### src/sls_pkg.sv
// ~~~~~~~~~~~~~~~~~~~~~~~~~~~~~~~~~~~~~~~~~~~~~~~~~~~~~~~~~~~~~~~~~~~~
// Streaming sink shared types
// ~~~~~~~~~~~~~~~~~~~~~~~~~~~~~~~~~~~~~~~~~~~~~~~~~~~~~~~~~~~~~~~~~~~~

package sls_pkg;

   // Upper bound on the lane count of any instance
   localparam int MAX_LANES = 8;

   // Wishbone register address width
   localparam int WB_ADDR_W = 4;

   // Control codes live in bits 63:56 of a control word
   typedef enum logic [7:0] {
      CODE_ALIGN       = 8'h78,
      CODE_BURST_START = 8'h1e,
      CODE_BURST_END   = 8'he1,
      CODE_IDLE        = 8'h07
   } ctrl_code_t;

   // One decoded word from a single lane
   typedef struct packed {
      logic        valid;
      logic        ctrl;
      logic        crc_err;
      logic [63:0] data;
   } lane_word_t;

   // One aligned beat across all lanes, low lanes in use
   typedef struct packed {
      logic                        ctrl;
      logic [MAX_LANES-1:0]        crc_err;
      logic [MAX_LANES-1:0][63:0]  data;
   } beat_t;

   // Error pulses toward the register block
   typedef struct packed {
      logic                 overflow;
      logic [MAX_LANES-1:0] crc;
   } err_pulse_t;

endpackage
### src/sink_mgmt_regs.sv
// ~~~~~~~~~~~~~~~~~~~~~~~~~~~~~~~~~~~~~~~~~~~~~~~~~~~~~~~~~~~~~~~~~~~~
// Wishbone status and error counters
// ~~~~~~~~~~~~~~~~~~~~~~~~~~~~~~~~~~~~~~~~~~~~~~~~~~~~~~~~~~~~~~~~~~~~
`timescale 1ns/1ps

module sink_mgmt_regs #(
   parameter int lanes = 4
) (
   input  logic                          clock,
   input  logic                          arst_n,
   input  sls_pkg::err_pulse_t           err,
   input  logic                          link_up,
   input  logic                          wb_cyc,
   input  logic                          wb_stb,
   input  logic                          wb_we,
   input  logic [sls_pkg::WB_ADDR_W-1:0] wb_adr,
   input  logic [31:0]                   wb_dat_w,
   input  logic [3:0]                    wb_sel,
   output logic [31:0]                   wb_dat_r,
   output logic                          wb_ack
);
   import sls_pkg::*;

   localparam logic [WB_ADDR_W-1:0] ADDR_STATUS   = WB_ADDR_W'(0);
   localparam logic [WB_ADDR_W-1:0] ADDR_OVERFLOW = WB_ADDR_W'(9);
   localparam logic [WB_ADDR_W-1:0] ADDR_CLEAR    = WB_ADDR_W'(10);

   logic [15:0] crc_cnt [lanes];
   logic [15:0] ovf_cnt;
   logic        wb_req;
   logic        clear;
   logic [31:0] rd_data;

   // New cycle only when not already acknowledging
   assign wb_req = wb_cyc && wb_stb && !wb_ack;
   assign clear  = wb_req && wb_we && (wb_adr == ADDR_CLEAR) && wb_sel[0] && wb_dat_w[0];

   always_comb begin
      rd_data = '0;
      if (wb_adr == ADDR_STATUS) begin
         rd_data[0] = link_up;
      end else if (wb_adr == ADDR_OVERFLOW) begin
         rd_data[15:0] = ovf_cnt;
      end
      for (int l = 0; l < lanes; l++) begin
         if (wb_adr == WB_ADDR_W'(l + 1)) begin
            rd_data[15:0] = crc_cnt[l];
         end
      end
   end

   // Saturating counters
   always_ff @(posedge clock or negedge arst_n) begin
      if (!arst_n) begin
         wb_ack  <= 1'b0;
         ovf_cnt <= '0;
         for (int l = 0; l < lanes; l++) begin
            crc_cnt[l] <= '0;
         end
      end else begin
         wb_ack <= wb_req;
         if (clear) begin
            ovf_cnt <= '0;
         end else if (err.overflow && ovf_cnt != 16'hffff) begin
            ovf_cnt <= ovf_cnt + 1'b1;
         end
         for (int l = 0; l < lanes; l++) begin
            if (clear) begin
               crc_cnt[l] <= '0;
            end else if (err.crc[l] && crc_cnt[l] != 16'hffff) begin
               crc_cnt[l] <= crc_cnt[l] + 1'b1;
            end
         end
      end
   end

   always_ff @(posedge clock) begin
      if (wb_req) begin
         wb_dat_r <= rd_data;
      end
   end

endmodule

### config.mk
export PLATFORM = sky130hd
export DESIGN_NAME = sink_mgmt_regs
export DESIGN_NICKNAME = d
export VERILOG_FILES = /design/src/sls_pkg.sv /design/src/sink_mgmt_regs.sv
export SDC_FILE = /design/constraint.sdc
export NUM_CORES = 1
export LEC_CHECK = 0
export BUFFER_PORTS_ARGS = -buffer_cell sky130_fd_sc_hd__buf_2
export CORE_ASPECT_RATIO = 0.9
export CORE_MARGIN = 8
export CORE_UTILIZATION = 64
export CTS_BUF_LIST = sky130_fd_sc_hd__clkbuf_8
export CTS_CLUSTER_SIZE = 20
export DETAILED_ROUTE_END_ITERATION = 6
export GPL_TIMING_DRIVEN = 0
export PLACE_DENSITY = 0.95
export SLEW_MARGIN = 20
export SYNTH_ARGS = -nofsm -noshare
export SYNTH_HDL_FRONTEND = slang
export SYNTH_SLANG_ARGS = --single-unit
### constraint.sdc
create_clock -name clock -period 4.6 [get_ports clock]
set_clock_uncertainty 0.05 [all_clocks]
set_input_delay 0.23 -clock clock [delete_from_list [all_inputs] [get_ports clock]]
set_output_delay 0.23 -clock clock [all_outputs]
set_load 0.02 [all_outputs]
==> impl_metrics.env <==
export IMPL_power_density_nw_per_um2=314.0
export IMPL_ant_nets=0
export IMPL_stdcell_area_um2=6359
export IMPL_seq_area_um2=2507
export IMPL_cpMaxStageDelayCell="and3b_1"
export IMPL_cts_buffers=9
export IMPL_grt_pass1_vias=5394
export IMPL_ioPinCount=88
export IMPL_required_ns=4.77
export IMPL_finalSetupViolCount=0
export IMPL_leakage_nw=2.577
export IMPL_detail_route_first_pass_iterations=6
export IMPL_overflow=0
export IMPL_arrival_ns=2.77
export IMPL_hold_start="err[8]"
export IMPL_multi_input_area_um2=3035
export IMPL_dp_hpwl_um=11620
export IMPL_rsz0062_at_grt="no"
export IMPL_drt_wirelength_per_cell_um=19.54
export IMPL_slowest_delay_ns=0.73
export IMPL_die_area_um2=12370
export IMPL_diodes=0
export IMPL_critPathKind="register to register"
export IMPL_post_dp_cell_area_um2=6196
export IMPL_yosysSeqAreaShare_pct=43.22
export IMPL_cp_max_fo=20
export IMPL_cp_end_kind="register"
export IMPL_grt_pass1_wl_um=25450
export IMPL_nets=745
export IMPL_dr_total_vias=5676
export IMPL_clk_path_buf_depth=2
export IMPL_cts_sinks=97
export IMPL_netlist_area_um2=5802
export IMPL_min_period_over_period_pct=56.40
export IMPL_grt_max_degree=50
export IMPL_cts_root_buf="clkbuf_8"
export IMPL_htreeDepth=3
export IMPL_die_w_um=116.4
export IMPL_r2r_start="wb_ack"
export IMPL_clock_latency_ns=0.37
export IMPL_portBuffers=31
export IMPL_outcome="complete, no violations"
export IMPL_start_kind="register"
export IMPL_final_util_pct=70.97
export IMPL_totalWireLength_um=15860
export IMPL_finalHoldViolations=0
export IMPL_synthCells=626
export IMPL_cts_tree="yes"
export IMPL_drt_vias_per_instance=6.990
export IMPL_slew_headroom_pct=47.07
export IMPL_path_cells="and3b_1, nand3_1, clkbuf_1, o311ai_0, o41ai_1"
export IMPL_path_clk_slew_ns=0.09
export IMPL_drive_gt1_share_pct=12.32
export IMPL_synthArstFlopShare_pct=83.51
export IMPL_start_util_pct=64.75
export IMPL_core_um2=8960
export IMPL_max_cap_violations=0
export IMPL_yosysWarnings=0
export IMPL_synth_avg_cell_area_um2=9.268
export IMPL_synth_edf_count=16
export IMPL_die_h_um=106.3
export IMPL_placement_rows=33
export IMPL_finalSetupTns_ns=0
export IMPL_routabilityCongestion=0.9500
export IMPL_synthToLayoutAreaGrowth_pct=9.597
export IMPL_antenna_found_initial=0
export IMPL_fillers=667
export IMPL_vdd_drop_max_mv=0.2012
export IMPL_hold_class="input port to register"
export IMPL_synthFlopType="dfrtp_1"
export IMPL_finalCriticalPeriod_ns=2.594
export IMPL_drt_initial_drc_count=712
export IMPL_remaining_drc_errors=0
export IMPL_worst_pin_slew_ns=0.7939
export IMPL_ys_seq_elements=97
export IMPL_max_freq_mhz=385.5
export IMPL_startpoint="wb_ack"
export IMPL_grt_usage_pct=25.79
export IMPL_slew_violations=0
export IMPL_synth_distinct_cells=58
==> metrics by stage <==
stage / total power (W) / instances / setup WS, ns / hold slack (ns)
after floorplan: 0.001367 / 641 / 2.571 / -0.1156
after global placement: 0.001486 / 794 / 2.249 / 0.4611
after detailed placement: 0.001523 / 795 / 2.072 / 0.1613
after CTS: 0.001983 / 812 / 2.047 / 0.09975
after global routing: 0.002088 / 812 / 1.888 / 0.1250
final: 0.001996 / 812 / 2.006 / 0.1175
==> critical path, delay by kind of cell (launching register included) <==
kind            cells  cell delay (ns)
flops               1             0.38
compound gates      2             0.41
simple gates        2             1.21
buf+inv             1             0.38
==> state kept, by name, indices dropped and copies added (netlist names) <==
name      flops
crc_cnt      64
wb_dat_r     16
wb_ack        1
ovf_cnt      16
==> per-layer routing <==
layer / vias up / track usage, % / routed length (um)
li1: 2538 / - / -
met1: 2699 / 31.45 / 6198
met2: 370 / 40.25 / 7364
met3: 69 / 7.479 / 1689
met4: 0 / 14.25 / 612
met5: - / 0 / 0
==> repair_timing <==
item,in CTS,in global routing
resized for setup,0,0
hold buffers,1,0
hold endpoints to repair,32,0
buffers inserted,0,0
==> synth_stat cells (11+ instances only) <==
cell type | instances | area (um2)
a21oi_1 | 70 | 350.3
a22oi_1 | 13 | 97.59
and3_1 | 14 | 87.58
and4_1 | 11 | 96.34
buf_2 | 12 | 60.06
buf_4 | 18 | 135.1
clkbuf_1 | 13 | 48.80
dfrtp_1 | 81 | 2027
edfxtp_1 | 16 | 480.5
inv_1 | 17 | 63.81
mux2i_1 | 19 | 190.2
nand2_1 | 39 | 146.4
nand3_1 | 27 | 135.1
nand4_1 | 25 | 156.4
nor2_1 | 24 | 90.09
nor3_1 | 14 | 70.07
o21ai_0 | 49 | 245.2
o311ai_0 | 11 | 96.34
o31ai_1 | 14 | 105.1
o41ai_1 | 15 | 131.4
or3_1 | 27 | 168.9
or4_1 | 22 | 165.2
==> report_power, final <==
part / switching, W / total [W] / leakage, nW / internal, W
logic: 0.000220 / 0.000366 / 1.25 / 0.000146
clock network: 0.000283 / 0.000469 / 0.0841 / 0.000186
registers: 0.000180 / 0.00116 / 1.24 / 0.000981
==> final timing paths <==
| check | to | slack (ns) | depth (start not counted) |
|---|---|---|---|
| min in group asynchronous | crc_cnt[27] | 0.30 | 2 |
| hold / removal | ovf_cnt[1] | 0.12 | 3 |
| setup reg to reg | crc_cnt[40] | 2.01 | 5 |
| setup / recovery | crc_cnt[40] | 2.01 | 5 |
| hold reg to reg | crc_cnt[6] | 0.48 | 1 |
| max in group asynchronous | crc_cnt[33] | 3.59 | 3 |
==> layout make-up <==
| class | count | area share [%] |
|---|---|---|
| Tap cell | 122 | 2.401 |
| Sequential cell | 97 | 39.43 |
| Clock inverter | 7 | 0.4526 |
| Inverter | 17 | 1.004 |
| Buffer | 45 | 3.955 |
| Multi-Input combinational cell | 482 | 47.74 |
| Timing Repair Buffer | 33 | 3.070 |
| Clock buffer | 9 | 1.948 |
==> kinds of logic after synthesis <==
family	Yosys count	share of synthesized area, %
and+or+nand+nor	244	25.73
adders and majority gates	5	1.078
DFF	97	43.22
buffers and inverters	62	5.435
other	1	0.06463
muxes	19	3.278
AOI/OAI and AO/OA	198	21.20
==> layout by cell type, fill, tap and decap left out, drive strengths merged, types with 4 or more instances in the layout <==
master	synthesis	routed
o211ai	10	10
or4	22	22
buf	32	64
dfrtp	81	81
o311ai	12	12
a21oi	70	70
o21ai	50	50
clkinv	0	6
nor4	8	8
o31ai	14	14
nor2	24	24
clkbuf	13	22
conb	1	16
and2	6	6
a22oi	13	13
and3	14	14
mux2i	19	19
ha	5	5
nand2	39	39
and4	11	11
o41ai	15	15
or3	27	27
edfxtp	16	16
inv	17	18
nand4	28	28
nand3	28	28
nand3b	6	6
nor3	15	15
nand2b	4	4
No activity file was read; power rests on OpenSTA's default activity.
