`config.mk`:
```
export PLATFORM = sky130hd
export DESIGN_NAME = lane_deskew
export DESIGN_NICKNAME = d
export VERILOG_FILES = /design/src/sls_pkg.sv /design/src/lane_deskew.sv
export SDC_FILE = /design/constraint.sdc
export NUM_CORES = 2
export LEC_CHECK = 0
export ABC_AREA = 1
export BUFFER_PORTS_ARGS = -buffer_cell sky130_fd_sc_hd__clkbuf_2
export CAP_MARGIN = 20
export CORE_MARGIN = 2
export CORE_UTILIZATION = 60
export CTS_CLUSTER_SIZE = 14
export DETAILED_ROUTE_END_ITERATION = 7
export PLACE_DENSITY = 0.8
export SYNTH_ARGS = -nofsm -noshare
export SYNTH_HDL_FRONTEND = slang
export SYNTH_SLANG_ARGS = --single-unit
```
`constraint.sdc`:
```
create_clock -name clock -period 7.55 [get_ports clock]
set_input_delay 1.1325 -clock clock [delete_from_list [all_inputs] [get_ports clock]]
set_output_delay 1.1325 -clock clock [all_outputs]
set_load 0.03 [all_outputs]
```
`src/sls_pkg.sv`:
```
// ~~~~~~~~~~~~~~~~~~~~~~~~~~~~~~~~~~~~~~~~~~~~~~~~~~~~~~~~~~~~~~~~~~~~
// Streaming sink shared types
// ~~~~~~~~~~~~~~~~~~~~~~~~~~~~~~~~~~~~~~~~~~~~~~~~~~~~~~~~~~~~~~~~~~~~

package sls_pkg;

   // Upper bound on the lane count of any instance
   localparam int MAX_LANES = 8;

   // Wishbone register address width
   localparam int WB_ADDR_W = 4;

   // Control codes live in bits 63:56 of a control word
   typedef enum logic [7:0] {
      CODE_ALIGN       = 8'h78,
      CODE_BURST_START = 8'h1e,
      CODE_BURST_END   = 8'he1,
      CODE_IDLE        = 8'h07
   } ctrl_code_t;

   // One decoded word from a single lane
   typedef struct packed {
      logic        valid;
      logic        ctrl;
      logic        crc_err;
      logic [63:0] data;
   } lane_word_t;

   // One aligned beat across all lanes, low lanes in use
   typedef struct packed {
      logic                        ctrl;
      logic [MAX_LANES-1:0]        crc_err;
      logic [MAX_LANES-1:0][63:0]  data;
   } beat_t;

   // Error pulses toward the register block
   typedef struct packed {
      logic                 overflow;
      logic [MAX_LANES-1:0] crc;
   } err_pulse_t;

endpackage
```
`src/lane_deskew.sv`:
```
// ~~~~~~~~~~~~~~~~~~~~~~~~~~~~~~~~~~~~~~~~~~~~~~~~~~~~~~~~~~~~~~~~~~~~
// Lane deskew with marker alignment
// ~~~~~~~~~~~~~~~~~~~~~~~~~~~~~~~~~~~~~~~~~~~~~~~~~~~~~~~~~~~~~~~~~~~~
`timescale 1ns/1ps

module lane_deskew #(
   parameter int lanes      = 4,
   parameter int skew_depth = 8
) (
   input  logic                             clock,
   input  logic                             arst_n,
   input  sls_pkg::lane_word_t [lanes-1:0]  rx_lane,
   output sls_pkg::beat_t                   beat,
   output logic                             beat_valid,
   output logic                             aligned
);
   import sls_pkg::*;

   localparam int PTR_W = (skew_depth > 1) ? $clog2(skew_depth) : 1;
   localparam int CNT_W = $clog2(skew_depth + 1);

   lane_word_t       buf_mem [lanes][skew_depth];
   logic [PTR_W-1:0] wr_ptr  [lanes];
   logic [PTR_W-1:0] rd_ptr  [lanes];
   logic [CNT_W-1:0] fill    [lanes];
   lane_word_t       head    [lanes];
   logic [lanes-1:0] seen;
   logic [lanes-1:0] push;
   logic [lanes-1:0] full;
   logic [lanes-1:0] nonempty;
   logic [lanes-1:0] head_align;
   logic             pop;
   logic             all_align;
   logic             some_align;
   logic             overflow;
   logic             resync;
   beat_t            next_beat;

   function automatic logic is_align(lane_word_t w);
      return w.valid && w.ctrl && (w.data[63:56] == CODE_ALIGN);
   endfunction

   function automatic logic [PTR_W-1:0] ptr_inc(logic [PTR_W-1:0] p);
      return (p == PTR_W'(skew_depth - 1)) ? '0 : p + 1'b1;
   endfunction

   always_comb begin
      next_beat = '0;
      for (int l = 0; l < lanes; l++) begin
         head[l]                = buf_mem[l][rd_ptr[l]];
         nonempty[l]            = (fill[l] != '0);
         full[l]                = (fill[l] == CNT_W'(skew_depth));
         head_align[l]          = nonempty[l] && is_align(head[l]);
         // Hunt for the first marker, then keep every word
         push[l]                = rx_lane[l].valid && (seen[l] || is_align(rx_lane[l]));
         next_beat.crc_err[l]   = head[l].crc_err;
         next_beat.data[l]      = head[l].data;
      end
      next_beat.ctrl = head[0].ctrl;
      all_align      = &head_align;
      some_align     = (|head_align) && !all_align;
      // Searching pops only the marker row; aligned pops any full row
      pop            = aligned ? &nonempty : all_align;
      overflow       = |(push & full) && !pop;
      resync         = overflow || (aligned && pop && some_align);
   end

   always_ff @(posedge clock or negedge arst_n) begin
      if (!arst_n) begin
         aligned    <= 1'b0;
         beat_valid <= 1'b0;
         seen       <= '0;
         for (int l = 0; l < lanes; l++) begin
            wr_ptr[l] <= '0;
            rd_ptr[l] <= '0;
            fill[l]   <= '0;
         end
      end else begin
         // Marker rows are consumed here
         beat_valid <= aligned && pop && !all_align && !resync;
         if (resync) begin
            aligned <= 1'b0;
            seen    <= '0;
            for (int l = 0; l < lanes; l++) begin
               wr_ptr[l] <= '0;
               rd_ptr[l] <= '0;
               fill[l]   <= '0;
            end
         end else begin
            if (pop) begin
               aligned <= 1'b1;
            end
            seen <= seen | push;
            for (int l = 0; l < lanes; l++) begin
               if (push[l]) begin
                  wr_ptr[l] <= ptr_inc(wr_ptr[l]);
               end
               if (pop) begin
                  rd_ptr[l] <= ptr_inc(rd_ptr[l]);
               end
               fill[l] <= fill[l] + CNT_W'(push[l]) - CNT_W'(pop);
            end
         end
      end
   end

   // Skew buffer storage and beat payload
   always_ff @(posedge clock) begin
      for (int l = 0; l < lanes; l++) begin
         if (push[l] && !resync) begin
            buf_mem[l][wr_ptr[l]] <= rx_lane[l];
         end
      end
      if (pop) begin
         beat <= next_beat;
      end
   end

   a_beat_only_when_aligned: assert property (
      @(posedge clock) disable iff (!arst_n) beat_valid |-> aligned
   );

endmodule

```
==> impl_metrics.yaml <==
global_routing:
  grt_pass1_wl_mm: 331
  grt_max_degree: 177
  overflow: 0
  track_usage: 0.264
  antenna_found_initial: 61
  grt_pass1_vias: 57900
route:
  first_iter_violations: 6856
  vias_per_cell: 5.83
  ant_nets: 0
  drt-pass1-iter-count: 8
  routed_wl_mm: 221
  routedWlPerCell_microns: 21.5
  vias: 60000
  drc: 0
yosys:
  synth.avg_cell_area_sq_um: 12.9
  yosys.area.top_type: "edfxtp_1"
  syn_area_sq_um: 96500
  ys_seq_area_frac: 0.760
  ys_ff_latch: 2451
  yosys.cell_types.count: 30
  synthCells: 7476
  synth_top_area_frac: 0.748
  synth_area_leaders: "edfxtp_1, nor2_1, o21ai_0"
  yosys_warnings: 0
setup_path:
  crit_path_end_kind: "register"
  cp.depth: 16
  crit-reg2reg-capture: "buf_mem[1][148]"
  cp_slowest_cell: "dfrtp_4"
  crit_end: "buf_mem[1][148]"
  cp_max_fo: 95
  worstSetupPathType: "register to register"
  cpLargestDelayFamily: "simple AND/OR/NAND/NOR gates"
  startpoint_type: "register"
  path_buf_inv: 2
  cp.arrival_ns: 6.61
  critical-path-max-stage-delay_ns: 1.01
  reg2reg_depth: 16
  path_cells: "buf_4 > nor2_1 > nor2_1 > nand2_1 > nand2_1 > nand2_1 > nand2_1 > nand2_1 > nor2_1 > nand3_1 > nor2_1 > nand2_1 > nand3_2 > nand3_2 > nor2_4 > buf_4"
  rrSetupSlack_ns: 1.46
  required_ns: 8.08
  r2r-start: "rd_ptr[9]"
  cp-startpoint: "rd_ptr[9]"
  cp_common_cell: "nand2_1"
placement:
  dp_hpwl_mm: 123
  dp_cells: 9826
  portBuffers: 532
  gp_congestion: 0.845
timing:
  slew_violations: 0
  hold_viol_final: 0
  period_needed_ns: 6.09
  maxSlewHeadroom: 0.236
  fmax_mhz: 164
  worst_pin_slew_ns: 1.15
  fin_crit_sh: 0.806
  skew_ns: 0.0557
  finalSetupTns_ns: 0
  final-setup-viol-count: 0
  holdWs_ns: 0.461
  rsz0062_at_grt: "no"
clocking:
  cts_max_path_buffers: 3
  clkSinkCount: 2451
  ctsResizeCount: 0
  cts_setup_buffers: 0
  cts.clk_slew.worst_paths_ns: 0.06
  cts_hold_buf: 0
  clkLatencyLatePin_ns: 0.89
  htree_levels: 4
  cts_made_buffers: 225
  cts_tree: "yes"
  root_buffer: "clkbuf_16"
cells_and_area:
  finalNetCount: 8214
  area_delta_synth_final_pct: 11.7
  drive_above_1_share: 0.123
  final_cells: 10300
  utilization: 0.673
floorplan:
  num_io_pins: 793
  die_area_sq_um: 164000
  core_area_sq_um: 160000
  start_util: 0.602
  dieWidth_microns: 405
  chipHeight_microns: 405
  placementRows: 147
job:
  max_cap_violations: 0
power_and_ir_drop:
  comb_power_share: 0.137
  finalPower_w: 0.0322
  power_leakage_nw: 38.7
  power.internal_w: 0.0237
  clock_power_share: 0.345
  netSwitchingPower_w: 0.00856
  p_per_area_nw_per_um2: 299
  seqPwrFrac: 0.518
  ir_drop_mv: 0.228
  switching_share: 0.266
status:
  outcome: "finished clean"
worst_hold_path:
  hold_path_class: "primary input to asynchronous set/reset pin"
==> power by group through the flow <==
stage	Sequential, W	Combinational, W	Clock [W]
final	0.0167	0.00440	0.0111
after global routing	0.0168	0.00486	0.0117
after CTS	0.0167	0.00436	0.0112
after detailed placement	0.0170	0.00430	0
after global placement	0.0169	0.00414	0
after floorplan	0.0169	0.00302	0
==> state kept, by name, summed over array words and instances, names as in the netlist <==
signal,flops
fill,16
aligned,1
seen,4
wr_ptr,12
beat_valid,1
rd_ptr,12
beat,261
buf_mem,2144
==> cell usage in the layout, fill, tap and decap left out, drive strengths merged, types with 19 or more instances in the layout <==
master and n:
nor2 1706, nand4 47, edfxtp 2405, buf 90, dfrtp 46, clkinv 106, o21ai 923, diode 47
clkbuf 812, nand3 195, o22ai 228, conb 260, ha 40, inv 296, nand2 650, bufinv 19
a31oi 228
==> Yosys cell counts <==
master,instances
a21oi_1,11
a31oi_1,228
and3_1,2
buf_1,35
buf_2,52
buf_4,262
buf_6,4
clkbuf_1,331
clkinv_1,3
conb_1,1
dfrtp_1,46
edfxtp_1,2405
fa_1,4
ha_1,40
inv_1,276
inv_2,7
nand2_1,650
nand3_1,190
nand3_2,4
nand3_4,1
nand3b_1,4
nand4_1,47
nor2_1,1706
nor3b_1,4
nor4_1,4
o21ai_0,919
o21ai_1,4
o22ai_1,228
xnor2_1,4
xor2_1,4
==> per-stage QoR <==
stage / setup slack (ns) / cell area [sq um]
floorplan: 1.24 / 97500
global placement: 1.64 / 100000
detailed placement: 1.55 / 100000
CTS: 1.50 / 107000
global route: 1.02 / 108000
finish: 1.46 / 108000
==> worst reg2reg max path, cell delays in order (launching register included) <==
cell and delay [ns]:
dfrtp_4 1.01, buf_4 0.90, nor2_1 0.16, nor2_1 0.15
nand2_1 0.07, nand2_1 0.07, nand2_1 0.07, nand2_1 0.15
nand2_1 0.07, nor2_1 0.10, nand3_1 0.12, nor2_1 0.25
nand2_1 0.13, nand3_2 0.61, nand3_2 0.56, nor2_4 0.82
buf_4 0.52
==> cell families after synthesis <==
logic type	Yosys count	share of synthesized area
adder cells (fa/ha/maj)	44	0.00602
other	1	0.0000389
AO/OA/AOI/OAI	1390	0.0780
flip-flops	2451	0.760
AND/OR/NAND/NOR	2612	0.106
XOR/XNOR	8	0.000726
buffers and inverters	970	0.0489
==> final cells by class <==
class                      instances  area (sq um)
multi-input combinational       4314         19600
timing repair buffer             622          3580
clock buffer                     280          5850
antenna                           47           118
tap                             2160          2700
fill                           10300         52400
inverter                         286          1110
clock inverter                   140          1400
sequential                      2451         73400
==> layer usage <==
metal / share of wire / routed length [microns] / global-route usage
met2: 0.50 / 111000 / 0.438
met3: 0.087 / 19400 / 0.0509
met4: 0.046 / 10100 / 0.131
met1: 0.37 / 81100 / 0.335
met5: 0.00089 / 196 / 0
==> worst min path at each step <==
| stage | from | endpoint | slack (ns) | cells past startpoint |
|---|---|---|---|---|
| 3_5_place_dp | seen[2] | seen[2] | 0.50 | 2 |
| 3_3_place_gp | seen[1] | seen[1] | 0.49 | 2 |
| 2_1_floorplan | seen[0] | seen[0] | 0.48 | 2 |
| 5_1_grt | arst_n | fill[5] | 0.47 | 2 |
| 6_report | arst_n | wr_ptr[7] | 0.46 | 2 |
| 4_1_cts | arst_n | fill[5] | 0.42 | 2 |
Note: power is estimated with default switching activity, not from simulation.
