===== src/sls_pkg.sv =====
// ~~~~~~~~~~~~~~~~~~~~~~~~~~~~~~~~~~~~~~~~~~~~~~~~~~~~~~~~~~~~~~~~~~~~
// Streaming sink shared types
// ~~~~~~~~~~~~~~~~~~~~~~~~~~~~~~~~~~~~~~~~~~~~~~~~~~~~~~~~~~~~~~~~~~~~

package sls_pkg;

   // Upper bound on the lane count of any instance
   localparam int MAX_LANES = 8;

   // Wishbone register address width
   localparam int WB_ADDR_W = 4;

   // Control codes live in bits 63:56 of a control word
   typedef enum logic [7:0] {
      CODE_ALIGN       = 8'h78,
      CODE_BURST_START = 8'h1e,
      CODE_BURST_END   = 8'he1,
      CODE_IDLE        = 8'h07
   } ctrl_code_t;

   // One decoded word from a single lane
   typedef struct packed {
      logic        valid;
      logic        ctrl;
      logic        crc_err;
      logic [63:0] data;
   } lane_word_t;

   // One aligned beat across all lanes, low lanes in use
   typedef struct packed {
      logic                        ctrl;
      logic [MAX_LANES-1:0]        crc_err;
      logic [MAX_LANES-1:0][63:0]  data;
   } beat_t;

   // Error pulses toward the register block
   typedef struct packed {
      logic                 overflow;
      logic [MAX_LANES-1:0] crc;
   } err_pulse_t;

endpackage

===== src/burst_framer.sv =====
// ~~~~~~~~~~~~~~~~~~~~~~~~~~~~~~~~~~~~~~~~~~~~~~~~~~~~~~~~~~~~~~~~~~~~
// Burst framing and sync
// ~~~~~~~~~~~~~~~~~~~~~~~~~~~~~~~~~~~~~~~~~~~~~~~~~~~~~~~~~~~~~~~~~~~~
`timescale 1ns/1ps

module burst_framer #(
   parameter int lanes = 4
) (
   input  logic                  clock,
   input  logic                  arst_n,
   input  sls_pkg::beat_t        in_beat,
   input  logic                  in_valid,
   output logic                  in_ready,
   output logic [64*lanes-1:0]   data,
   output logic [3:0]            sync,
   output logic                  valid,
   output logic                  start_of_burst,
   output logic                  end_of_burst,
   input  logic                  ready
);
   import sls_pkg::*;

   ctrl_code_t          code;
   logic                take;
   logic                in_burst;
   logic                sob_armed;
   logic                hold_valid;
   logic                hold_sob;
   logic [64*lanes-1:0] hold_data;
   logic [3:0]          sync_q;
   logic                emit;
   logic                emit_last;

   // Lane 0 carries the control code
   assign code     = ctrl_code_t'(in_beat.data[0][63:56]);
   assign in_ready = !valid || ready;
   assign take     = in_valid && in_ready;

   always_comb begin
      emit      = 1'b0;
      emit_last = 1'b0;
      if (take && hold_valid) begin
         if (!in_beat.ctrl) begin
            emit = 1'b1;
         end else if (code == CODE_BURST_END || code == CODE_BURST_START) begin
            // Held beat closes the burst
            emit      = 1'b1;
            emit_last = 1'b1;
         end
      end
   end

   always_ff @(posedge clock or negedge arst_n) begin
      if (!arst_n) begin
         valid          <= 1'b0;
         start_of_burst <= 1'b0;
         end_of_burst   <= 1'b0;
         sync           <= '0;
         sync_q         <= '0;
         in_burst       <= 1'b0;
         sob_armed      <= 1'b0;
         hold_valid     <= 1'b0;
         hold_sob       <= 1'b0;
      end else begin
         if (emit) begin
            valid          <= 1'b1;
            start_of_burst <= hold_sob;
            end_of_burst   <= emit_last;
            sync           <= sync_q;
         end else if (ready) begin
            valid          <= 1'b0;
            start_of_burst <= 1'b0;
            end_of_burst   <= 1'b0;
         end

         if (take && in_beat.ctrl) begin
            if (code == CODE_BURST_START) begin
               in_burst   <= 1'b1;
               sob_armed  <= 1'b1;
               sync_q     <= in_beat.data[0][3:0];
               hold_valid <= 1'b0;
            end else if (code == CODE_BURST_END) begin
               in_burst   <= 1'b0;
               sob_armed  <= 1'b0;
               hold_valid <= 1'b0;
            end
         end else if (take && in_burst) begin
            hold_valid <= 1'b1;
            hold_sob   <= sob_armed;
            sob_armed  <= 1'b0;
         end
      end
   end

   always_ff @(posedge clock) begin
      if (take && !in_beat.ctrl && in_burst) begin
         hold_data <= in_beat.data[lanes-1:0];
      end
      if (emit) begin
         data <= hold_data;
      end
   end

   a_sob_with_valid: assert property (
      @(posedge clock) disable iff (!arst_n) start_of_burst |-> valid
   );

   // User port holds its beat until taken
   a_hold_under_stall: assert property (
      @(posedge clock) disable iff (!arst_n)
      (valid && !ready) |=> (valid && $stable(data) && $stable(end_of_burst))
   );

endmodule


===== config.mk =====
export PLATFORM = sky130hd
export DESIGN_NAME = burst_framer
export DESIGN_NICKNAME = d
export VERILOG_FILES = /design/src/sls_pkg.sv /design/src/burst_framer.sv
export SDC_FILE = /design/constraint.sdc
export NUM_CORES = 1
export LEC_CHECK = 0
export ABC_AREA = 1
export BUFFER_PORTS_ARGS = -buffer_cell sky130_fd_sc_hd__buf_4
export CORE_AREA = 2 2 307 309
export DETAILED_ROUTE_END_ITERATION = 8
export DIE_AREA = 0 0 309 311
export PLACE_DENSITY = 0.42
export SLEW_MARGIN = 20
export SYNTH_ARGS = -nofsm -noshare
export SYNTH_HDL_FRONTEND = slang
export SYNTH_SLANG_ARGS = --single-unit

===== constraint.sdc =====
create_clock -name clock -period 7.5 [get_ports clock]
set_input_delay 0.75 -clock clock [delete_from_list [all_inputs] [get_ports clock]]
set_output_delay 0.75 -clock clock [all_outputs]
set_load 0.05 [all_outputs]

==> results of run 1 <==
how the worst max path moves through the flow:
| stage | from | endpoint | slack (ns) | depth (start not counted) |
|---|---|---|---|---|
| 2_1_floorplan | ready | data[0] | 0.55 | 6 |
| 3_3_place_gp | in_beat[57] | data[243] | 4.17 | 9 |
| 3_5_place_dp | in_beat[59] | data[79] | 4.19 | 9 |
| 4_1_cts | valid | hold_data[65] | 4.69 | 6 |
| 5_1_grt | valid | hold_data[65] | 4.51 | 6 |
| 6_report | valid | hold_data[65] | 4.74 | 6 |
Yosys cell counts:
cell type / count / share of area (%)
a21oi_1: 3 / 0.093
nand3_2: 2 / 0.12
inv_1: 18 / 0.42
o21ai_1: 1 / 0.031
edfxtp_1: 512 / 95
nand2_1: 24 / 0.56
nand3_1: 3 / 0.093
nor2_2: 3 / 0.12
a21boi_2: 1 / 0.070
dfrtp_1: 15 / 2.3
o21ai_2: 3 / 0.16
o21ai_0: 3 / 0.093
nand2_2: 5 / 0.19
nor2_1: 7 / 0.16
buf_6: 1 / 0.070
area by class of cell:
class                           count  share of cell area, %
Sequential cell                   527                   66.6
Timing Repair Buffer              529                   16.9
Clock buffer                       72                   6.76
Tap cell                         1254                   6.63
Clock inverter                     37                   1.56
Multi-Input combinational cell     55                   1.16
Inverter                           18                  0.349
Antenna cell                        2                 0.0212
through the flow:
| stage | util, % | setup WS (ns) |
|---|---|---|
| detailed placement | 23.4 | 4.19 |
| CTS | 25.5 | 4.69 |
| floorplan | - | 0.551 |
| global route | 25.5 | 4.51 |
| finish | 25.5 | 4.74 |
| global placement | 23.4 | 4.17 |
worst reg2reg max path: stages (launching register included):
cell     delay, ns
dfrtp_1       0.40
nand2_2       0.10
nand2_2       0.08
nor2_1        0.09
nand2_1       0.17
inv_8         0.56
buf_4         0.87
flip-flops by register name, indices dropped and copies added (netlist names):
name / cells
start_of_burst: 1
hold_valid: 1
sync_q: 4
in_burst: 1
hold_data: 256
sob_armed: 1
valid: 1
end_of_burst: 1
hold_sob: 1
sync: 4
data: 256
power groups by stage:
stage	combinational (uW)	clock [uW]	sequential, uW
after floorplan	58.9	0	3720
after global placement	529	0	3490
after detailed placement	532	0	3490
after CTS	533	3070	3430
after global routing	548	3180	3440
final	519	2930	3430
metal layers:
metal	wire [um]	vias to the layer above	GRT usage [%]
met1	16200	3899	9.73
li1	-	3574	-
met5	58	-	0
met4	1200	10	3.52
met2	20300	359	13.7
met3	5220	85	4.45
what timing repair did:
action | CTS | global route
hold buffers | 1 | 0
setup buffers | 0 | 0
hold endpoints to repair | 15 | 0
logic make-up (layout without fill, tap and decap cells):
kind of cell	count (synthesis)	count (layout)
AOI/OAI and AO/OA	11	11
DFF	527	527
buffers and inverters	19	656
other	0	2
and+or+nand+nor	44	44
==> impl_metrics.csv, run 1 <==
group,metric,value,unit
setup_path,cp.required,7.75,ns
timing,setup_viol,0,
timing,hold_violations,0,
logic_synthesis,synth-simple-area-share,1.25,%
grt,antenna_found_initial,12,
die,dieArea,0.0961,mm2
drt,via_per_inst,3.18,
drt,wl,43000,um
timing,rsz0062_at_grt,"no",
setup_path,r2r_end,"hold_data[65]",
timing,tns,0,ns
setup_path,crit_type,"flop to flop",
setup_path,path_delay_family,"buffers and inverters",
timing,slew-limit-headroom,34.9,%
placed_design,place_congestion,0.731,
logic_synthesis,synth-xor-area-share,0,%
placed_design,placed_cells,2382,
hold_path,worstHoldStart,"in_beat[28]",
cells_and_area,nets,1717,
cells_and_area,fin_cells,2494,
setup_path,reg2reg_depth,6,
power,power_frac_seq,49.8,%
setup_path,critPathBufInv,2,
setup_path,critPathMostFrequentCell,"nand2_2",
logic_synthesis,syn_area,0.0161,mm2
logic_synthesis,synthMuxAreaShare,0,%
logic_synthesis,synth.avg_cell_area,26.8,um2
die,io_pins,789,
logic_synthesis,synthAdderAreaFrac,0,%
cells_and_area,mostFrequentLayoutCell,"buf_4",
logic_synthesis,synth_compound_gate_area_share,0.451,%
setup_path,worst_setup_path_end_kind,"flop",
timing,period_needed,2.76,ns
setup_path,r2r_slack,4.74,ns
grt,grt_use_total,8.64,%
drt,drt_iter0_drc,714,
clock_tree,ctsResizeCount,0,
power,p_comb_share,7.6,%
setup_path,cp_cell_sequence,"nand2_2 > nand2_2 > nor2_1 > nand2_1 > inv_8 > buf_4",
setup_path,r2r_start,"valid",
power,swShare,23.2,%
hold_path,hold_depth,1,
power,totalPowerFinal,6870,uW
setup_path,worstPathArrival,3.01,ns
power,clkPwrFrac,42.6,%
timing,max_freq,362,MHz
setup_path,crit_fanout,91,
logic_synthesis,ys_warn_count,0,
cells_and_area,regArea,0.0158,mm2
setup_path,critPathLaunchType,"flop",
timing,fin_skew,0.0194,ns
power,ir_worst_vdd,0.164,mV
setup_path,critPathSlowestCell,"buf_4",
timing,tightest_slew,0.977,ns
clock_tree,cts_tree,"built",
power,power.leakage,0.00869,uW
placed_design,portBuffers,524,
timing,fin_crit_sh,36.8,%
logic_synthesis,synth.distinct_cells,15,
cells_and_area,num-fill-cells,9535,
hold_path,whs_endpoint,"hold_data[28]",
power,power_per_cell_area,291,mW/mm2
power,p_int,5280,uW
placed_design,post_dp_cell_area,0.0217,mm2
cells_and_area,design_area,0.0236,mm2
logic_synthesis,synth-seq-cells,527,
drt,firstDrtPassIters,4,
hold_path,hold_class,"primary input to flop",
clock_tree,clockBufferDepth,3,
clock_tree,clk_pin_slew,0.06,ns
grt,grt-ovfl-total,0,
die,fp.coreArea,0.0928,mm2
drt,ant_nets,0,
cells_and_area,area_growth,46.9,%
setup_path,critical_path.max_stage_delay,0.81,ns
cells_and_area,multiInputGateArea,274,um2
logic_synthesis,ys_seq_area_share,97.8,%
logic_synthesis,syn_inst,601,
die,die_x,309,um
flow_run,drv_cap,0,
drt,wire_per_inst,17.2,um
clock_tree,root_buffer,"clkbuf_16",
grt,first_global_vias,8441,
clock_tree,clk_latency,0.64,ns
clock_tree,cts_sinks,527,
logic_synthesis,syn_nets,1126,
placed_design,place_hpwl,29400,um
logic_synthesis,synth_top_family_by_area,"simple AND/OR/NAND/NOR gates",
clock_tree,cts_max_level,2,
die,num_rows,112,
grt,grt_start_max_net_pins,139,
run_status,status,"completed",
die,die_y,311,um
cells_and_area,final_cell_mix,"buf_4 (526), edfxtp_1 (512), clkbuf_16 (62)",
clock_tree,numCtsBuffers,61,
drt,drc,0,
die,initial_core_util,17.4,%
timing,maxSlewViolCount,0,
timing,holdWs,0.281,ns
drt,vias,7927,
grt,grt_pass1_wl,60000,um
power,switchingPower,1600,uW
cells_and_area,drive_gt1_share,50.9,%
(Power assumes the default switching activity.)
==> run 2, diff against run 1 <==
Settings changed: ABC_AREA 1 to 0.
Clock period 7.5 ns to 2.71 ns, I/O delays scaled along.
==> run 2 against run 1 <==
Against the previous run:
- non-clock buffer count is 272 higher
- clock skew is 0.0094 ns higher
- register-to-register slack worse by 4.0 ns
- worst hold slack better by 0.063 ns
- synthesized cell count is 5.7% lower
- critical endpoint is now data[219]
==> impl_metrics.csv, run 2 <==
group,metric,value,unit
run_status,status,"completed",
logic_synthesis,synth.area.top_cells,"edfxtp_1 (95%), dfrtp_1 (2.3%), mux2_4 (0.47%)",
logic_synthesis,synth.top_cell.area_share,95.4,%
placed_design,place_congestion,0.721,
power,power_frac_seq,48.7,%
setup_path,crit_fanout,46,
timing,slew-limit-headroom,50.9,%
grt,grt_pass1_wl,62900,um
die,dieArea,0.0961,mm2
timing,fin_crit_sh,80.7,%
drt,drc,0,
clock_tree,clockBufferDepth,3,
timing,rsz0062_at_grt,"no",
power,power.leakage,0.00986,uW
power,p_int,14900,uW
setup_path,worst_setup_path_end_kind,"flop",
clock_tree,cts_sinks,527,
die,initial_core_util,17.4,%
clock_tree,root_buffer,"clkbuf_16",
logic_synthesis,synth.distinct_cells,26,
cells_and_area,nets,1955,
power,p_comb_share,9.1,%
timing,setup_viol,0,
die,fp.coreArea,0.0928,mm2
grt,grt_start_max_net_pins,103,
logic_synthesis,synth.avg_cell_area,28.4,um2
setup_path,cp.required,3.02,ns
placed_design,dp_slack,0.395,ns
timing,maxSlewViolCount,0,
grt,first_global_vias,9804,
setup_path,critPathLaunchType,"primary input",
clock_tree,cts_tree,"built",
power,switchingPower,4490,uW
clock_tree,cts_setup_buffers,0,
grt,antenna_found_initial,12,
logic_synthesis,syn_area,0.0161,mm2
power,clkPwrFrac,42.1,%
logic_synthesis,synth_edf_count,512,
cells_and_area,final_cell_mix,"buf_4 (530), edfxtp_1 (512), dlygate4sd3_1 (261)",
setup_path,crit_type,"primary input to flop",
logic_synthesis,synth.top_cells.by_count,"edfxtp_1 (512), dfrtp_1 (15), mux2_4 (5)",
power,totalPowerFinal,19400,uW
cells_and_area,mostFrequentLayoutCell,"buf_4",
drt,vias,8854,
timing,max_freq,457,MHz
power,ir_worst_vdd,0.469,mV
flow_run,drv_cap,0,
die,die_x,309,um
power,swShare,23.1,%
clock_tree,cts_max_level,2,
timing,period_needed,2.19,ns
logic_synthesis,syn_inst,567,
cells_and_area,num-fill-cells,9322,
hold_path,hold_class,"primary input to flop",
logic_synthesis,synth_ff_type,"edfxtp_1",
timing,tightest_slew,0.736,ns
clock_tree,numCtsBuffers,61,
die,num_rows,112,
drt,via_per_inst,3.23,
logic_synthesis,ys_warn_count,0,
drt,wl,43900,um
cells_and_area,post-route-util,28.6,%
logic_synthesis,ys_async_sr_fraction,2.85,%
grt,grt_use_total,8.87,%
cells_and_area,area_growth,64.5,%
setup_path,worstPathArrival,2.49,ns
placed_design,portBuffers,524,
timing,hold_violations,0,
logic_synthesis,synth-seq-cells,527,
cells_and_area,top_regs,"data: 256 flops, hold_data: 256 flops",
placed_design,place_hpwl,30200,um
grt,grt-ovfl-total,0,
clock_tree,clk_pin_slew,0.06,ns
drt,wire_per_inst,16.0,um
drt,drt_iter0_drc,526,
timing,holdWs,0.344,ns
timing,setup_ws,0.523,ns
drt,firstDrtPassIters,4,
logic_synthesis,ys_seq_area_share,97.7,%
die,io_pins,789,
logic_synthesis,syn_nets,1092,
clock_tree,clk_latency,0.64,ns
cells_and_area,drive_gt1_share,44.0,%
logic_synthesis,yosysMostFrequentCell,"edfxtp_1",
power,power_per_cell_area,733,mW/mm2
die,die_y,311,um
drt,ant_nets,0,
logic_synthesis,yosys.area.top_type,"edfxtp_1",
timing,fin_skew,0.0287,ns
-- run 2: cell count changes after synthesis, moves of 3 or more --
cell,previous run,this run
nand2_2,5,0
nor2b_1,0,4
inv_1,18,3
mux2_4,0,5
nand2_1,24,1
nor2_1,7,1
o21ai_0,3,0
mux2_1,0,4
o21ai_2,3,0
-- run 2: logic make-up (layout without fill, tap and decap cells) --
group                  Yosys count  after routing  share of synthesized area (%)
buffers and inverters            4            920                         0.0931
other                            0              2                              0
multiplexers                    10             10                          0.815
AND/OR/NAND/NOR                 16             16                          0.862
flip-flops                     527            527                           97.7
AO/OA/AOI/OAI                   10             10                          0.505
-- run 2: worst paths after layout --
path | from | end | slack (ns) | depth (start not counted)
worst max register to register | valid | data[219] | 0.73 | 5
max in group asynchronous | arst_n | valid | 1.41 | 3
min in group asynchronous | arst_n | sync_q[1] | 0.78 | 3
worst max-delay path | in_beat[57] | data[219] | 0.52 | 7
worst min register to register | hold_data[1] | data[1] | 0.39 | 0
worst min-delay path | in_beat[78] | hold_data[78] | 0.34 | 2
-- run 2: through the flow --
step | instances | instance area [um2] | TNS, ns
6_report | 2739 | 26500 | 0
5_1_grt | 2739 | 26500 | 0
4_1_cts | 2737 | 26500 | 0
3_5_place_dp | 2360 | 21900 | 0
3_3_place_gp | 2360 | 21900 | 0
2_1_floorplan | 567 | 16100 | -2056.46
-- run 2: power by group through the flow --
stage	logic [uW]	clock network, uW	registers [uW]
detailed placement	1480	0	9640
floorplan	173	0	10300
global placement	1470	0	9630
finish	1770	8180	9470
global route	1870	8850	9500
CTS	1810	8560	9470
-- run 2: critical path, cell delays in order --
cell and delay (ns):
dlygate4sd3_1 0.54, buf_4 0.15, nor4b_2 0.30, nand4_2 0.24
a31oi_4 0.34, buf_12 0.29, buf_12 0.30
-- run 2: per-layer routing --
metal | vias up | wire, um | global-route usage [%]
met1 | 4335 | 17000 | 10.0
met4 | 14 | 1360 | 3.75
met2 | 361 | 21100 | 14.6
met5 | - | 99 | 0
li1 | 4060 | - | -
met3 | 84 | 4250 | 3.78
-- run 2: timing repair --
action,in CTS,in global routing
gates resized for setup,0,0
hold buffers,261,0
hold endpoints to repair,279,0
setup endpoints to repair,0,0
-- run 2: cell type report --
type	count	area, um2	share of cell area, %
timing repair buffer	801	6790	25.6
sequential	527	15800	59.4
inverter	3	11.3	0.0425
clock inverter	39	377	1.42
multi-input combinational	36	378	1.43
antenna	2	5.00	0.0189
tap	1254	1570	5.92
clock buffer	77	1630	6.14
==> run 3, diff against run 2 <==
Clock period 2.71 ns to 2.3 ns, I/O delays scaled along.
==> run 3 against run 2 <==
Against the previous run:
- via count rose by 0.38%
- routed wire length fell by 0.76%
- count of clock-buffer cells in the layout fell by 5
- register-to-register slack got worse by 0.33 ns
- clock power rose by 7.1%
- worst hold slack got worse by 0.025 ns
- flip-flop and latch count did not move
- combinational power rose by 20%
- critical path type unchanged
- largest power group unchanged
==> impl_metrics.csv, run 3 (synthesized netlist as in run 2, its figures left out) <==
group,metric,value,unit
setup_path,r2r_end,"hold_data[24]",
clock_tree,ctsHoldBuffers,263,
drt,ant_nets,0,
grt,grt_start_max_net_pins,50,
setup_path,cp_cell_sequence,"dlygate4sd3_1 > buf_4 > nor4b_2 > nand4_2 > a31oi_4 > buf_12 > buf_12",
power,ir_worst_vdd,0.541,mV
cells_and_area,area_growth,64.0,%
setup_path,critPathMostFrequentCell,"buf_12",
power,power_per_cell_area,834,mW/mm2
cells_and_area,final_cell_mix,"buf_4 (533), edfxtp_1 (512), dlygate4sd3_1 (263)",
clock_tree,cts_sinks,527,
drt,drt_iter0_drc,653,
run_status,status,"completed",
drt,firstDrtPassIters,4,
grt,grt-ovfl-total,0,
timing,setup_viol,0,
power,power.leakage,0.00981,uW
setup_path,reg2reg_depth,5,
setup_path,r2r_slack,0.40,ns
setup_path,cp.required,2.61,ns
setup_path,critPathLaunchType,"primary input",
setup_path,critPathSlowestCell,"dlygate4sd3_1",
flow_run,drv_cap,0,
timing,tightest_slew,0.711,ns
drt,vias,8888,
timing,fin_crit_sh,87.0,%
hold_path,hold_class,"primary input to flop",
drt,via_per_inst,3.25,
timing,maxSlewViolCount,0,
setup_path,critPathLaunch,"in_beat[58]",
die,dieArea,0.0961,mm2
placed_design,dp_slack,0.226,ns
cells_and_area,nets,1964,
timing,setup_ws,0.299,ns
setup_path,endpoint,"data[67]",
drt,wire_per_inst,15.9,um
drt,drc,0,
timing,fin_skew,0.0235,ns
timing,max_freq,500,MHz
timing,slew-limit-headroom,52.4,%
cells_and_area,mostFrequentLayoutCell,"buf_4",
setup_path,worstPathArrival,2.31,ns
placed_design,place_congestion,0.709,
timing,period_needed,2.00,ns
clock_tree,root_buffer,"clkbuf_16",
clock_tree,clk_latency,0.64,ns
die,num_rows,112,
placed_design,place_hpwl,30300,um
die,io_pins,789,
cells_and_area,design_area,0.0264,mm2
die,die_x,309,um
clock_tree,cts_setup_buffers,0,
clock_tree,numCtsBuffers,59,
setup_path,crit_type,"primary input to flop",
cells_and_area,top_regs,"data: 256 flops, hold_data: 256 flops",
clock_tree,cts_max_level,2,
clock_tree,clk_pin_slew,0.06,ns
cells_and_area,drive_gt1_share,43.4,%
placed_design,portBuffers,524,
die,fp.coreArea,0.0928,mm2
setup_path,crit_fanout,33,
clock_tree,ctsResizeCount,0,
timing,rsz0062_at_grt,"no",
clock_tree,clockBufferDepth,3,
timing,hold_violations,0,
die,die_y,311,um
grt,first_global_vias,9761,
grt,antenna_found_initial,8,
setup_path,worst_setup_path_end_kind,"flop",
setup_path,critical_path.max_stage_delay,0.54,ns
setup_path,r2r_start,"valid",
die,initial_core_util,17.4,%
grt,grt_pass1_wl,61900,um
placed_design,post_dp_cell_area,0.0220,mm2
drt,wl,43600,um
clock_tree,cts_tree,"built",
grt,grt_use_total,8.75,%
==> run 3: cell count changes in the layout (fill, tap and decap cells not counted), moves of 3 or more <==
cell,delta
bufinv_16,-4
buf_4,+3
clkinv_1,+7
clkbuf_1,-3
clkinv_2,-7
inv_6,-4
buf_12,+6
==> run 3: metal layers <==
layer | vias to the layer above | part of all wire, % | global-route usage (%)
met5 | - | 0.18 | 0
li1 | 4061 | - | -
met3 | 84 | 9.4 | 3.66
met1 | 4389 | 39 | 9.87
met2 | 342 | 49 | 14.5
met4 | 12 | 2.7 | 3.54
==> run 3: worst min path at each step <==
stage	startpoint	end	cells after the start
after CTS	in_beat[234]	hold_data[234]	2
after global routing	in_beat[125]	hold_data[125]	2
after detailed placement	arst_n	hold_valid	1
final	in_beat[234]	hold_data[234]	2
after global placement	arst_n	in_burst	1
after floorplan	arst_n	end_of_burst	0
==> run 3: critical path, delay by kind of cell <==
family          cells  cell delay (ns)
compound gates      1             0.31
buf+inv             4             1.18
simple gates        2             0.51
==> run 3: power breakdown <==
part	leakage (uW)	switching (uW)	internal, uW	total, uW
clock	0.000858	3750	5010	8760
sequential	0.00497	115	11000	11200
combinational	0.00399	1230	893	2120
total	0.00981	5090	16900	22000
==> run 3: layout make-up <==
cell class	instances	area, um2
Tap cell	1254	1570
Inverter	3	11.3
Timing Repair Buffer	812	6950
Clock inverter	30	205
Fill cell	9321	66300
Sequential cell	527	15800
Clock buffer	72	1570
Antenna cell	1	2.50
Multi-Input combinational cell	36	378
==> run 3: stage by stage <==
stage	std cells	hold WS [ns]	total power, uW	TNS (ns)	utilization (%)
after detailed placement	2369	0.101	13100	0	23.7
after CTS	2734	0.239	22500	0	28.5
final	2735	0.318	22000	0	28.5
after global placement	2369	0.102	13100	0	23.7
after global routing	2734	0.261	23000	0	28.5
after floorplan	567	-0.0656	12300	-2269.25	-
